--- src/verilog/cordic_pkg.sv ---
package cordic_pkg;

    localparam int DATA_W  = 16;  // operand and angle width
    localparam int ITER_N  = 16;  // cordic iterations
    localparam int ITER_W  = 4;   // iteration counter width
    localparam int GUARD_W = 3;   // fraction bits kept below the operand lsb

    // sign, two growth bits for the cordic gain, folded magnitude, guard bits
    localparam int XY_W = DATA_W + 4 + GUARD_W;

    // atan(2^-i) / pi, scaled by 2^15
    localparam logic signed [DATA_W-1:0] ATAN_TABLE [ITER_N] = '{
        16'sd8192, 16'sd4836, 16'sd2555, 16'sd1297,
        16'sd651,  16'sd326,  16'sd163,  16'sd81,
        16'sd41,   16'sd20,   16'sd10,   16'sd5,
        16'sd3,    16'sd1,    16'sd1,    16'sd0
    };

    localparam logic signed [DATA_W-1:0] HALF_TURN = 16'sd32767;  // +pi

endpackage

--- src/verilog/axil_pkg.sv ---
package axil_pkg;

    localparam int AXI_ADDR_W = 5;
    localparam int AXI_DATA_W = 32;

    // register map
    localparam logic [AXI_ADDR_W-1:0] ADDR_X      = 5'h00;
    localparam logic [AXI_ADDR_W-1:0] ADDR_Y      = 5'h04;
    localparam logic [AXI_ADDR_W-1:0] ADDR_CTRL   = 5'h08;  // bit 0 starts a job
    localparam logic [AXI_ADDR_W-1:0] ADDR_STATUS = 5'h0C;  // bit 0 busy, bit 1 done
    localparam logic [AXI_ADDR_W-1:0] ADDR_RESULT = 5'h10;

    localparam logic [1:0] RESP_OKAY   = 2'b00;
    localparam logic [1:0] RESP_SLVERR = 2'b10;

endpackage

--- src/verilog/axil_if.sv ---
interface axil_if import axil_pkg::*; ();
    logic [AXI_ADDR_W-1:0]   awaddr;
    logic                    awvalid;
    logic                    awready;
    logic [AXI_DATA_W-1:0]   wdata;
    logic [AXI_DATA_W/8-1:0] wstrb;
    logic                    wvalid;
    logic                    wready;
    logic [1:0]              bresp;
    logic                    bvalid;
    logic                    bready;
    logic [AXI_ADDR_W-1:0]   araddr;
    logic                    arvalid;
    logic                    arready;
    logic [AXI_DATA_W-1:0]   rdata;
    logic [1:0]              rresp;
    logic                    rvalid;
    logic                    rready;

    modport master (output awaddr, awvalid, wdata, wstrb, wvalid, bready, araddr, arvalid, rready,
                    input  awready, wready, bresp, bvalid, arready, rdata, rresp, rvalid);
    modport slave  (input  awaddr, awvalid, wdata, wstrb, wvalid, bready, araddr, arvalid, rready,
                    output awready, wready, bresp, bvalid, arready, rdata, rresp, rvalid);
endinterface

interface atan_job_if import cordic_pkg::*; ();
    logic                     start;  // one-cycle launch, only while ready
    logic signed [DATA_W-1:0] x;
    logic signed [DATA_W-1:0] y;
    logic                     ready;
    logic                     done;   // one-cycle, angle valid with it
    logic signed [DATA_W-1:0] angle;

    modport host   (output start, x, y, input  ready, done, angle);
    modport engine (input  start, x, y, output ready, done, angle);
endinterface

--- src/verilog/axil_regs.sv ---
module axil_regs import axil_pkg::*, cordic_pkg::*; (
    input  logic      clk,
    input  logic      rst_n,
    axil_if.slave     bus,
    atan_job_if.host  job
);

    logic                     aw_hold;  // address captured, waiting for data
    logic                     w_hold;   // data captured, waiting for address
    logic [AXI_ADDR_W-1:0]    aw_addr;
    logic [AXI_DATA_W-1:0]    w_data;
    logic [AXI_DATA_W/8-1:0]  w_strb;
    logic                     wr_go;
    logic                     wr_ok;
    logic signed [DATA_W-1:0] x_r;
    logic signed [DATA_W-1:0] y_r;
    logic signed [DATA_W-1:0] result_r;
    logic                     done_flag;
    logic [AXI_DATA_W-1:0]    rd_word;
    logic [1:0]               rd_resp;

    assign bus.awready = ~aw_hold & ~bus.bvalid;
    assign bus.wready  = ~w_hold & ~bus.bvalid;
    assign wr_go       = aw_hold & w_hold;
    assign wr_ok       = (aw_addr == ADDR_X) || (aw_addr == ADDR_Y) || (aw_addr == ADDR_CTRL);

    assign job.x = x_r;
    assign job.y = y_r;

    always_ff @(posedge clk or negedge rst_n) begin
        if (!rst_n) begin
            aw_hold    <= 1'b0;
            w_hold     <= 1'b0;
            bus.bvalid <= 1'b0;
            bus.bresp  <= RESP_OKAY;
            job.start  <= 1'b0;
        end else begin
            job.start <= 1'b0;
            if (bus.awvalid && bus.awready)
                aw_hold <= 1'b1;
            if (bus.wvalid && bus.wready)
                w_hold <= 1'b1;
            if (wr_go) begin
                aw_hold    <= 1'b0;
                w_hold     <= 1'b0;
                bus.bvalid <= 1'b1;
                bus.bresp  <= wr_ok ? RESP_OKAY : RESP_SLVERR;
                // command is dropped when the engine is occupied
                job.start  <= (aw_addr == ADDR_CTRL) && w_strb[0] && w_data[0] && job.ready;
            end else if (bus.bvalid && bus.bready) begin
                bus.bvalid <= 1'b0;
            end
        end
    end

    always_ff @(posedge clk) begin
        if (bus.awvalid && bus.awready)
            aw_addr <= bus.awaddr;
        if (bus.wvalid && bus.wready) begin
            w_data <= bus.wdata;
            w_strb <= bus.wstrb;
        end
        if (wr_go) begin
            for (int b = 0; b < DATA_W / 8; b++) begin
                if (w_strb[b] && aw_addr == ADDR_X)
                    x_r[8*b +: 8] <= w_data[8*b +: 8];
                if (w_strb[b] && aw_addr == ADDR_Y)
                    y_r[8*b +: 8] <= w_data[8*b +: 8];
            end
        end
    end

    always_ff @(posedge clk or negedge rst_n) begin
        if (!rst_n) begin
            done_flag <= 1'b0;
            result_r  <= '0;
        end else if (job.done) begin
            done_flag <= 1'b1;
            result_r  <= job.angle;  // held while the next job runs
        end else if (job.start) begin
            done_flag <= 1'b0;
        end
    end

    always_comb begin
        rd_resp = RESP_OKAY;
        case (bus.araddr)
            ADDR_X:      rd_word = {{(AXI_DATA_W-DATA_W){x_r[DATA_W-1]}}, x_r};
            ADDR_Y:      rd_word = {{(AXI_DATA_W-DATA_W){y_r[DATA_W-1]}}, y_r};
            ADDR_CTRL:   rd_word = '0;  // start bit is self-clearing
            ADDR_STATUS: rd_word = {{(AXI_DATA_W-2){1'b0}}, done_flag, ~job.ready};
            ADDR_RESULT: rd_word = {{(AXI_DATA_W-DATA_W){result_r[DATA_W-1]}}, result_r};
            default: begin
                rd_word = '0;
                rd_resp = RESP_SLVERR;
            end
        endcase
    end

    assign bus.arready = ~bus.rvalid;

    always_ff @(posedge clk or negedge rst_n) begin
        if (!rst_n) begin
            bus.rvalid <= 1'b0;
            bus.rresp  <= RESP_OKAY;
        end else if (bus.arvalid && bus.arready) begin
            bus.rvalid <= 1'b1;
            bus.rresp  <= rd_resp;
        end else if (bus.rvalid && bus.rready) begin
            bus.rvalid <= 1'b0;
        end
    end

    always_ff @(posedge clk) begin
        if (bus.arvalid && bus.arready)
            bus.rdata <= rd_word;  // frozen until rready
    end

endmodule

--- src/verilog/cordic_vectoring.sv ---
module cordic_vectoring import cordic_pkg::*; (
    input  logic                     clk,
    input  logic                     rst_n,
    input  logic                     start,
    input  logic        [DATA_W:0]   x_in,   // first-quadrant magnitude
    input  logic        [DATA_W:0]   y_in,
    output logic                     idle,
    output logic                     finish,
    output logic signed [DATA_W-1:0] z_out
);

    logic                     busy;
    logic [ITER_W-1:0]        iter;
    logic signed [XY_W-1:0]   x_r;
    logic signed [XY_W-1:0]   y_r;
    logic signed [XY_W-1:0]   x_nxt;
    logic signed [XY_W-1:0]   y_nxt;
    logic signed [DATA_W-1:0] z_r;
    logic signed [DATA_W-1:0] z_nxt;
    logic                     last;

    // one micro-rotation per cycle, driving y towards zero
    always_comb begin
        if (!y_r[XY_W-1]) begin
            x_nxt = x_r + (y_r >>> iter);
            y_nxt = y_r - (x_r >>> iter);
            z_nxt = z_r + ATAN_TABLE[iter];
        end else begin
            x_nxt = x_r - (y_r >>> iter);
            y_nxt = y_r + (x_r >>> iter);
            z_nxt = z_r - ATAN_TABLE[iter];
        end
    end

    // stop on the final table entry or once the vector lies on the x axis
    assign last = (iter == ITER_W'(ITER_N - 1)) || (y_nxt == '0);

    always_ff @(posedge clk or negedge rst_n) begin
        if (!rst_n) begin
            busy   <= 1'b0;
            iter   <= '0;
            finish <= 1'b0;
        end else begin
            finish <= 1'b0;
            if (start && !busy) begin
                busy <= 1'b1;
                iter <= '0;
            end else if (busy) begin
                iter <= iter + 1'b1;
                if (last) begin
                    busy   <= 1'b0;
                    finish <= 1'b1;
                end
            end
        end
    end

    always_ff @(posedge clk) begin
        if (start && !busy) begin
            x_r <= {{(XY_W-DATA_W-1-GUARD_W){1'b0}}, x_in, {GUARD_W{1'b0}}};
            y_r <= {{(XY_W-DATA_W-1-GUARD_W){1'b0}}, y_in, {GUARD_W{1'b0}}};
            z_r <= '0;
        end else if (busy) begin
            x_r <= x_nxt;
            y_r <= y_nxt;
            z_r <= z_nxt;
        end
    end

    assign idle  = ~busy;
    assign z_out = z_r;  // holds after finish until the next load

endmodule

--- src/verilog/atan2_engine.sv ---
module atan2_engine import cordic_pkg::*; (
    input  logic        clk,
    input  logic        rst_n,
    atan_job_if.engine  job
);

    logic signed [DATA_W:0]   x_ext;
    logic signed [DATA_W:0]   y_ext;
    logic        [DATA_W:0]   x_mag;  // one bit wider so -32768 folds
    logic        [DATA_W:0]   y_mag;
    logic                     core_start;
    logic                     core_idle;
    logic                     core_finish;
    logic signed [DATA_W-1:0] core_z;
    logic                     busy;
    logic                     x_neg;
    logic                     y_neg;
    logic                     both_zero;
    logic signed [DATA_W-1:0] a_clip;
    logic signed [DATA_W-1:0] a_fold;
    logic signed [DATA_W-1:0] a_full;

    assign x_ext = {job.x[DATA_W-1], job.x};
    assign y_ext = {job.y[DATA_W-1], job.y};
    assign x_mag = x_ext[DATA_W] ? -x_ext : x_ext;
    assign y_mag = y_ext[DATA_W] ? -y_ext : y_ext;

    assign core_start = job.start & core_idle;

    cordic_vectoring u_core (
        .clk    (clk),
        .rst_n  (rst_n),
        .start  (core_start),
        .x_in   (x_mag),
        .y_in   (y_mag),
        .idle   (core_idle),
        .finish (core_finish),
        .z_out  (core_z)
    );

    always_ff @(posedge clk) begin
        if (job.start) begin
            x_neg     <= job.x[DATA_W-1];
            y_neg     <= job.y[DATA_W-1];
            both_zero <= (job.x == '0) && (job.y == '0);
        end
    end

    always_comb begin
        a_clip = core_z[DATA_W-1] ? '0 : core_z;  // residue below zero when y is 0
        a_fold = x_neg ? HALF_TURN - a_clip : a_clip;
        if (both_zero)
            a_full = '0;
        else
            a_full = y_neg ? -a_fold : a_fold;
    end

    always_ff @(posedge clk or negedge rst_n) begin
        if (!rst_n) begin
            busy     <= 1'b0;
            job.done <= 1'b0;
        end else begin
            job.done <= core_finish;
            if (job.start)
                busy <= 1'b1;
            else if (job.done)
                busy <= 1'b0;  // ready again the cycle after done
        end
    end

    always_ff @(posedge clk) begin
        if (core_finish)
            job.angle <= a_full;
    end

    assign job.ready = ~busy;

endmodule

--- src/verilog/atan_accel_top.sv ---
module atan_accel_top import axil_pkg::*; (
    input  logic                    clk,
    input  logic                    rst_n,
    input  logic [AXI_ADDR_W-1:0]   s_axil_awaddr,
    input  logic                    s_axil_awvalid,
    output logic                    s_axil_awready,
    input  logic [AXI_DATA_W-1:0]   s_axil_wdata,
    input  logic [AXI_DATA_W/8-1:0] s_axil_wstrb,
    input  logic                    s_axil_wvalid,
    output logic                    s_axil_wready,
    output logic [1:0]              s_axil_bresp,
    output logic                    s_axil_bvalid,
    input  logic                    s_axil_bready,
    input  logic [AXI_ADDR_W-1:0]   s_axil_araddr,
    input  logic                    s_axil_arvalid,
    output logic                    s_axil_arready,
    output logic [AXI_DATA_W-1:0]   s_axil_rdata,
    output logic [1:0]              s_axil_rresp,
    output logic                    s_axil_rvalid,
    input  logic                    s_axil_rready
);

    axil_if     bus ();
    atan_job_if job ();

    // host side of the bus bundle
    assign bus.awaddr  = s_axil_awaddr;
    assign bus.awvalid = s_axil_awvalid;
    assign bus.wdata   = s_axil_wdata;
    assign bus.wstrb   = s_axil_wstrb;
    assign bus.wvalid  = s_axil_wvalid;
    assign bus.bready  = s_axil_bready;
    assign bus.araddr  = s_axil_araddr;
    assign bus.arvalid = s_axil_arvalid;
    assign bus.rready  = s_axil_rready;

    assign s_axil_awready = bus.awready;
    assign s_axil_wready  = bus.wready;
    assign s_axil_bresp   = bus.bresp;
    assign s_axil_bvalid  = bus.bvalid;
    assign s_axil_arready = bus.arready;
    assign s_axil_rdata   = bus.rdata;
    assign s_axil_rresp   = bus.rresp;
    assign s_axil_rvalid  = bus.rvalid;

    axil_regs u_regs (
        .clk   (clk),
        .rst_n (rst_n),
        .bus   (bus.slave),
        .job   (job.host)
    );

    atan2_engine u_engine (
        .clk   (clk),
        .rst_n (rst_n),
        .job   (job.engine)
    );

endmodule

--- config.mk ---
export PLATFORM = sky130hd
export DESIGN_NAME = atan_accel_top
export DESIGN_NICKNAME = d
export VERILOG_FILES = /design/src/verilog/cordic_pkg.sv /design/src/verilog/axil_pkg.sv /design/src/verilog/axil_if.sv /design/src/verilog/axil_regs.sv /design/src/verilog/cordic_vectoring.sv /design/src/verilog/atan2_engine.sv /design/src/verilog/atan_accel_top.sv
export SDC_FILE = /design/constraint.sdc
export NUM_CORES = 1
export LEC_CHECK = 0
export BUFFER_PORTS_ARGS = -buffer_cell sky130_fd_sc_hd__buf_4
export CORE_ASPECT_RATIO = 1.25
export CORE_MARGIN = 5
export CORE_UTILIZATION = 45
export CTS_BUF_LIST = sky130_fd_sc_hd__clkbuf_4 sky130_fd_sc_hd__clkbuf_8
export DETAILED_ROUTE_END_ITERATION = 6
export GPL_TIMING_DRIVEN = 1
export SLEW_MARGIN = 15
export SYNTH_ARGS = -nofsm -noshare
export SYNTH_HDL_FRONTEND = slang
export SYNTH_SLANG_ARGS = --single-unit
--- constraint.sdc ---
create_clock -name clk -period 10.4 [get_ports clk]
set_input_delay 2.08 -clock clk [delete_from_list [all_inputs] [get_ports clk]]
set_output_delay 2.08 -clock clk [all_outputs]
set_load 0.005 [all_outputs]
---- Word level (Yosys, flattened, before mapping) ----
Memory sizes are Yosys's and may differ from the RTL's.
Cells that the tools add are included.
word-level totals
  bits in registers ....................... 202
  bits in read-only memories .............. 256
  input port bits ......................... 53
  word-level logic and storage cells ...... 136
  memories ................................ 1
memory list
  memory            words  bits a word  read ports  clocked after memory_dff  wr ports  RTL line                text
  (name not given)  16     16           1           0                         0         cordic_vectoring.sv:31  z_nxt = z_r - ATAN_TABLE[iter];
cells by class
  add/subtract/negate cells ............... 11
  $lt $le $gt $ge ......................... 1
  eq/ne operators ......................... 7
  shift-type cells ........................ 2
  multiplexer cells ....................... 38
  bitwise gates (word level) .............. 11
  reduce and logical (&&, ||, !) cells .... 34
operators with widths
  cell                    count
  $pmux 32 s4             1
  $mux 16                 5
  $mux 20                 4
  $add 23x23->23          2
  $mux 23                 2
  $sshr 23x4->23          2
  $sub 23x23->23          2
  $mux 17                 2
  $neg 16->17             2
  $logic_not 16->1        2
  $logic_not 23->1        1
  $mux 1                  19
  $add 16x16->16          1
  $neg 16->16             1
  $sub 16x16->16          1
  $sub 16x16->16 const A  1
  $eq 5x4->1 const B      3
  $mux 15                 1
  $logic_and 1x1->1       14
  $reduce_bool 2->1       6
  $eq 5x3->1 const B      2
  $logic_not 5->1         2
  $mux 4                  2
  $reduce_and 2->1        4
  other kinds (11)        22

---- Logic depth before layout (Yosys ltp) ----
  word-level depth ........................ 8
  gate-level depth with buffers ........... 29

---- By module ----
Synthesis repeated with hierarchy kept, for this count alone.
second synthesis, totals
  cells, all modules ...................... 1603
  area, all modules ....................... 15388.5 um^2
by module, submodules not included
  module            times used  cells an instance  area each (um^2)  seq. area each (um^2)
  cordic_vectoring  1           1134               9442.8            1731.7
  axil_regs         1           211                3738.6            2732.6
  atan2_engine      1           258                2207.1            620.6

---- Worst setup path before layout ----
OpenSTA, ideal clock, no wires.
  kind .................................... reg-to-reg
  start ................................... register u_engine.u_core.iter[2]
  end ..................................... register u_engine.u_core.busy
  arrival time ............................ 5.359 ns
  slack ................................... 4.919 ns
  cell stages (with the launch flop) ...... 28
  clock period less this slack ............ 5.481 ns
  path through ............................ dfrtp_1 clkbuf_1 buf_2 buf_2 buf_6 clkbuf_1 clkbuf_1 clkbuf_1 nand2_1 o21a_1 ha_1 o221ai_1 nor2_1 a32oi_1 nor2_1 nor2_1 xor2_1 ha_1 o21ai_0 a21boi_0 a21oi_1 xnor2_1 or4b_1 nor4_1 o2111ai_1 nor4b_1 nand4_1 and3_1
between the ends
  word-level cells in the longest chain between the ends .. 8
  elaborated cells on any way between the ends .. 10
RTL lines
  element                                                  RTL line                                        text
  start, declared                                          cordic_vectoring.sv:13                          logic [ITER_W-1:0] iter;
  start signal, assigned                                   cordic_vectoring.sv:49                          iter <= iter + 1'b1;
  $sshr 23x4->23                                           cordic_vectoring.sv:26, cordic_vectoring.sv:30
  $sub 23x23->23 / $add 23x23->23 (equally long branches)  cordic_vectoring.sv:26, cordic_vectoring.sv:30
  $mux 23                                                  cordic_vectoring.sv:24                          if (!y_r[XY_W-1]) begin
  $logic_not 23->1                                         cordic_vectoring.sv:36                          assign last = (iter == ITER_W'(ITER_N - 1)) || (y_nxt == '0);
  $logic_or 1x1->1 *                                       cordic_vectoring.sv:36
  $mux 1 *                                                 cordic_vectoring.sv:50                          if (last) begin
  $mux 1 *                                                 cordic_vectoring.sv:48                          end else if (busy) begin
  $mux 1 *                                                 cordic_vectoring.sv:45                          if (start && !busy) begin
  end signal, assigned                                     cordic_vectoring.sv:40                          busy <= 1'b0;
  end signal, assigned                                     cordic_vectoring.sv:46                          busy <= 1'b1;
  end signal, assigned                                     cordic_vectoring.sv:51                          busy <= 1'b0;
  end, declared                                            cordic_vectoring.sv:12                          logic busy;
Mark *: on every way between the ends. The rest lies on a longest branch, timed or not.
A chain may end at the register's enable or synchronous reset.

---- Final worst setup path ----
  start ................................... register u_engine.u_core.iter[1]
  end ..................................... register u_engine.u_core.busy
Same word-level chain as after synthesis.

==> results.sh <==
export IMPL_status="completed"
export IMPL_grt_use_total=0.2306
export IMPL_synth_edf_count=124
export IMPL_clk_path_buf_depth=2
export IMPL_fin_crit_ns=6.914
export IMPL_timing_setup_tns_ns=0
export IMPL_hold_path_class="reg2reg"
export IMPL_syn_avg_cell_area_um2=9.444
export IMPL_max_freq_mhz=144.6
export IMPL_drtIter0Drc=1132
export IMPL_cts_clk_slew_worst_paths_ns=0.11
export IMPL_die_w_um=174.9
export IMPL_hold_violations=0
export IMPL_nNetsFinal=1755
export IMPL_fillers=3230
export IMPL_ys_warnings_count=0
export IMPL_dr_pass1_iters=6
export IMPL_netlist_area_um2=15290
export IMPL_via_per_inst=6.112
export IMPL_area_growth_pct=6.637
export IMPL_cts_setup_buffers=0
export IMPL_synthCells=1619
export IMPL_hold_buffers=0
export IMPL_cts_num_sinks=184
export IMPL_fin_skew_ns=0.01266
export IMPL_rows=75
export IMPL_rsz0062_at_grt="no"
export IMPL_wire_per_inst_um=21.40
export IMPL_overflow=0
export IMPL_async_flop_share=0.1739
export IMPL_dp_hpwl_um=32860
export IMPL_period_share=0.6648
export IMPL_layout_drive_gt1_share=0.1477
export IMPL_via_count=12603
export IMPL_yosys_most_used_dff="edfxtp_1"
export IMPL_cts_resized_gates=0
export IMPL_finalWirelength_um=44140
export IMPL_gp_congestion=0.9169
export IMPL_die_h_um=216.1
export IMPL_relSlewSlack=0.2254
export IMPL_ys_types=96
export IMPL_post_route_drc_count=0
export IMPL_initial_core_util=0.4551
export IMPL_clock_latency_ns=0.50
export IMPL_holdPathStages=0
export IMPL_start_kind="flop"
export IMPL_die_area_um2=37790
export IMPL_io_buffers=73
export IMPL_cp_max_fo=66
export IMPL_grt_first_pass_wirelength_um=69200
export IMPL_grt_max_degree=67
export IMPL_arrival_ns=7.31
export IMPL_cp_end_kind="flop"
export IMPL_yosysSeqAreaShare=0.3326
export IMPL_grt_pass1_vias=12330
export IMPL_setup_violations=0
export IMPL_ant_nets=0
export IMPL_slew_violations=0
export IMPL_core_area_um2=33590
export IMPL_antenna_found_initial=0
export IMPL_htree_levels=4
export IMPL_layout_commonest_cell="nand2_1"
export IMPL_worst_slew_pin_transition_ns=1.153
export IMPL_n_antenna_cell=0
export IMPL_ys_seq_elements=184
export IMPL_mostFrequentLayoutCells="nand2_1, nor2_1, edfxtp_1, o21ai_0, a21oi_1"
export IMPL_critPathKind="reg2reg"
export IMPL_cts_buffers_inserted=17
export IMPL_cts_tree="built"
export IMPL_cts_root_buf="clkbuf_8"
export IMPL_required_ns=10.80
export IMPL_rr_worst_depth=22
export IMPL_io_pins=94
export IMPL_cap_violations=0
## layer usage
metal	vias up	track usage	wire length [um]
met3	103	0.03503	2528
li1	6018	-	-
met5	-	0	0
met2	440	0.3862	21090
met4	0	0.1142	2283
met1	6042	0.2913	18240
## cells by family after synthesis
family                     synth area share
AOI/OAI and AO/OA                    0.1765
buffers and inverters               0.05082
other                             0.0002453
xor gates and xnor gates            0.08159
muxes                                0.1349
adders and majority gates           0.06367
and+or+nand+nor                      0.1597
DFF                                  0.3326
## cell type report
cell class / instances / area, um^2 / area share
Sequential cell: 184 / 5094 / 0.3124
Tap cell: 423 / 529.3 / 0.03246
Inverter: 45 / 168.9 / 0.01036
Clock inverter: 14 / 153.9 / 0.009439
Timing Repair Buffer: 90 / 675.6 / 0.04144
Multi-Input combinational cell: 1288 / 9442 / 0.5791
Clock buffer: 18 / 241.5 / 0.01481
## synth_stat cells, types with 9 or more instances
master	count	area, um^2
a211oi_1	15	112.6
a21o_1	25	187.7
a21oi_1	102	510.5
a31oi_1	22	137.6
and2_1	16	100.1
and3_1	20	125.1
buf_4	23	172.7
buf_6	13	146.4
clkbuf_1	49	183.9
dfrtp_1	32	800.8
dfxtp_1	28	560.5
edfxtp_1	124	3724
ha_1	73	913.4
inv_1	41	153.9
mux2_2	41	461.7
mux2i_1	56	560.5
mux4_1	9	236.5
mux4_2	34	765.7
nand2_1	164	615.6
nand2b_1	20	125.1
nand3_1	30	150.1
nor2_1	129	484.2
nor2b_1	21	131.4
nor3_1	41	205.2
o21a_1	9	67.56
o21ai_0	117	585.6
o21bai_1	11	82.58
o22ai_1	22	137.6
o31ai_1	18	135.1
or2_2	10	62.56
or3_1	9	56.30
xnor2_1	82	718.2
xor2_1	56	490.5
## through the flow
step           setup slack (ns)  cell area (um^2)  hold WS (ns)  instances  utilization
3_5_place_dp              3.588             15900        0.4313       2030       0.4734
4_1_cts                   3.540             16300        0.4567       2062       0.4852
5_1_grt                   3.061             16300        0.4724       2062       0.4853
3_3_place_gp              3.677             15900        0.4249       2030       0.4734
6_report                  3.486             16300        0.4454       2062       0.4853
2_1_floorplan             4.919             15290        0.4215       1620            -
## sequential cells by signal, summed over array words and instances (netlist names), 2 cells and up
signal,count
u_regs.result_r,16
u_engine.u_core.iter,4
u_engine.u_core.z_out,16
u_engine.job.angle,16
u_regs.w_strb,2
u_regs.job.y,16
u_regs.aw_addr,5
u_engine.u_core.y_r,23
u_regs.w_data,16
u_engine.u_core.x_r,23
u_regs.bus.rdata,16
u_regs.job.x,16
## path summary, 6_finish.rpt
path                                                            end                                 from  slack (ns)
worst max-delay path                 u_engine.u_core.busy$_DFF_PN0_  u_engine.u_core.iter[1]$_DFFE_PN0P_        3.49
worst min-delay path                      u_regs.job.y[3]$_DFFE_PP_           u_regs.w_data[3]$_DFFE_PP_        0.45
worst max register to register       u_engine.u_core.busy$_DFF_PN0_  u_engine.u_core.iter[1]$_DFFE_PN0P_        3.49
worst min register to register            u_regs.job.y[3]$_DFFE_PP_           u_regs.w_data[3]$_DFFE_PP_        0.45
max in group asynchronous       u_engine.u_core.iter[1]$_DFFE_PN0P_                                rst_n        8.49
min in group asynchronous                 u_regs.w_hold$_DFFE_PN0P_                                rst_n        1.52
## critical path, stage by stage, from the launching register on
cell       delay (ns)
dfrtp_4          0.50
buf_4            0.73
mux4_1           0.68
nand2_1          0.13
o21ai_0          0.15
a21oi_1          0.24
ha_1             0.24
o221ai_1         0.13
nor2_1           0.10
a32oi_1          0.10
and2_1           0.20
xnor2_1          0.28
ha_1             0.34
o21ai_0          0.13
o21ai_0          0.16
a21oi_1          0.36
xnor2_1          0.17
or4b_1           0.54
nor4_1           0.35
o2111ai_1        0.17
nor4b_1          0.44
nand4_1          0.33
and3_1           0.29
Power is left out: the tool's default activity adds up to more than one toggle a clock period on the data nets, which glitch-free logic cannot reach.
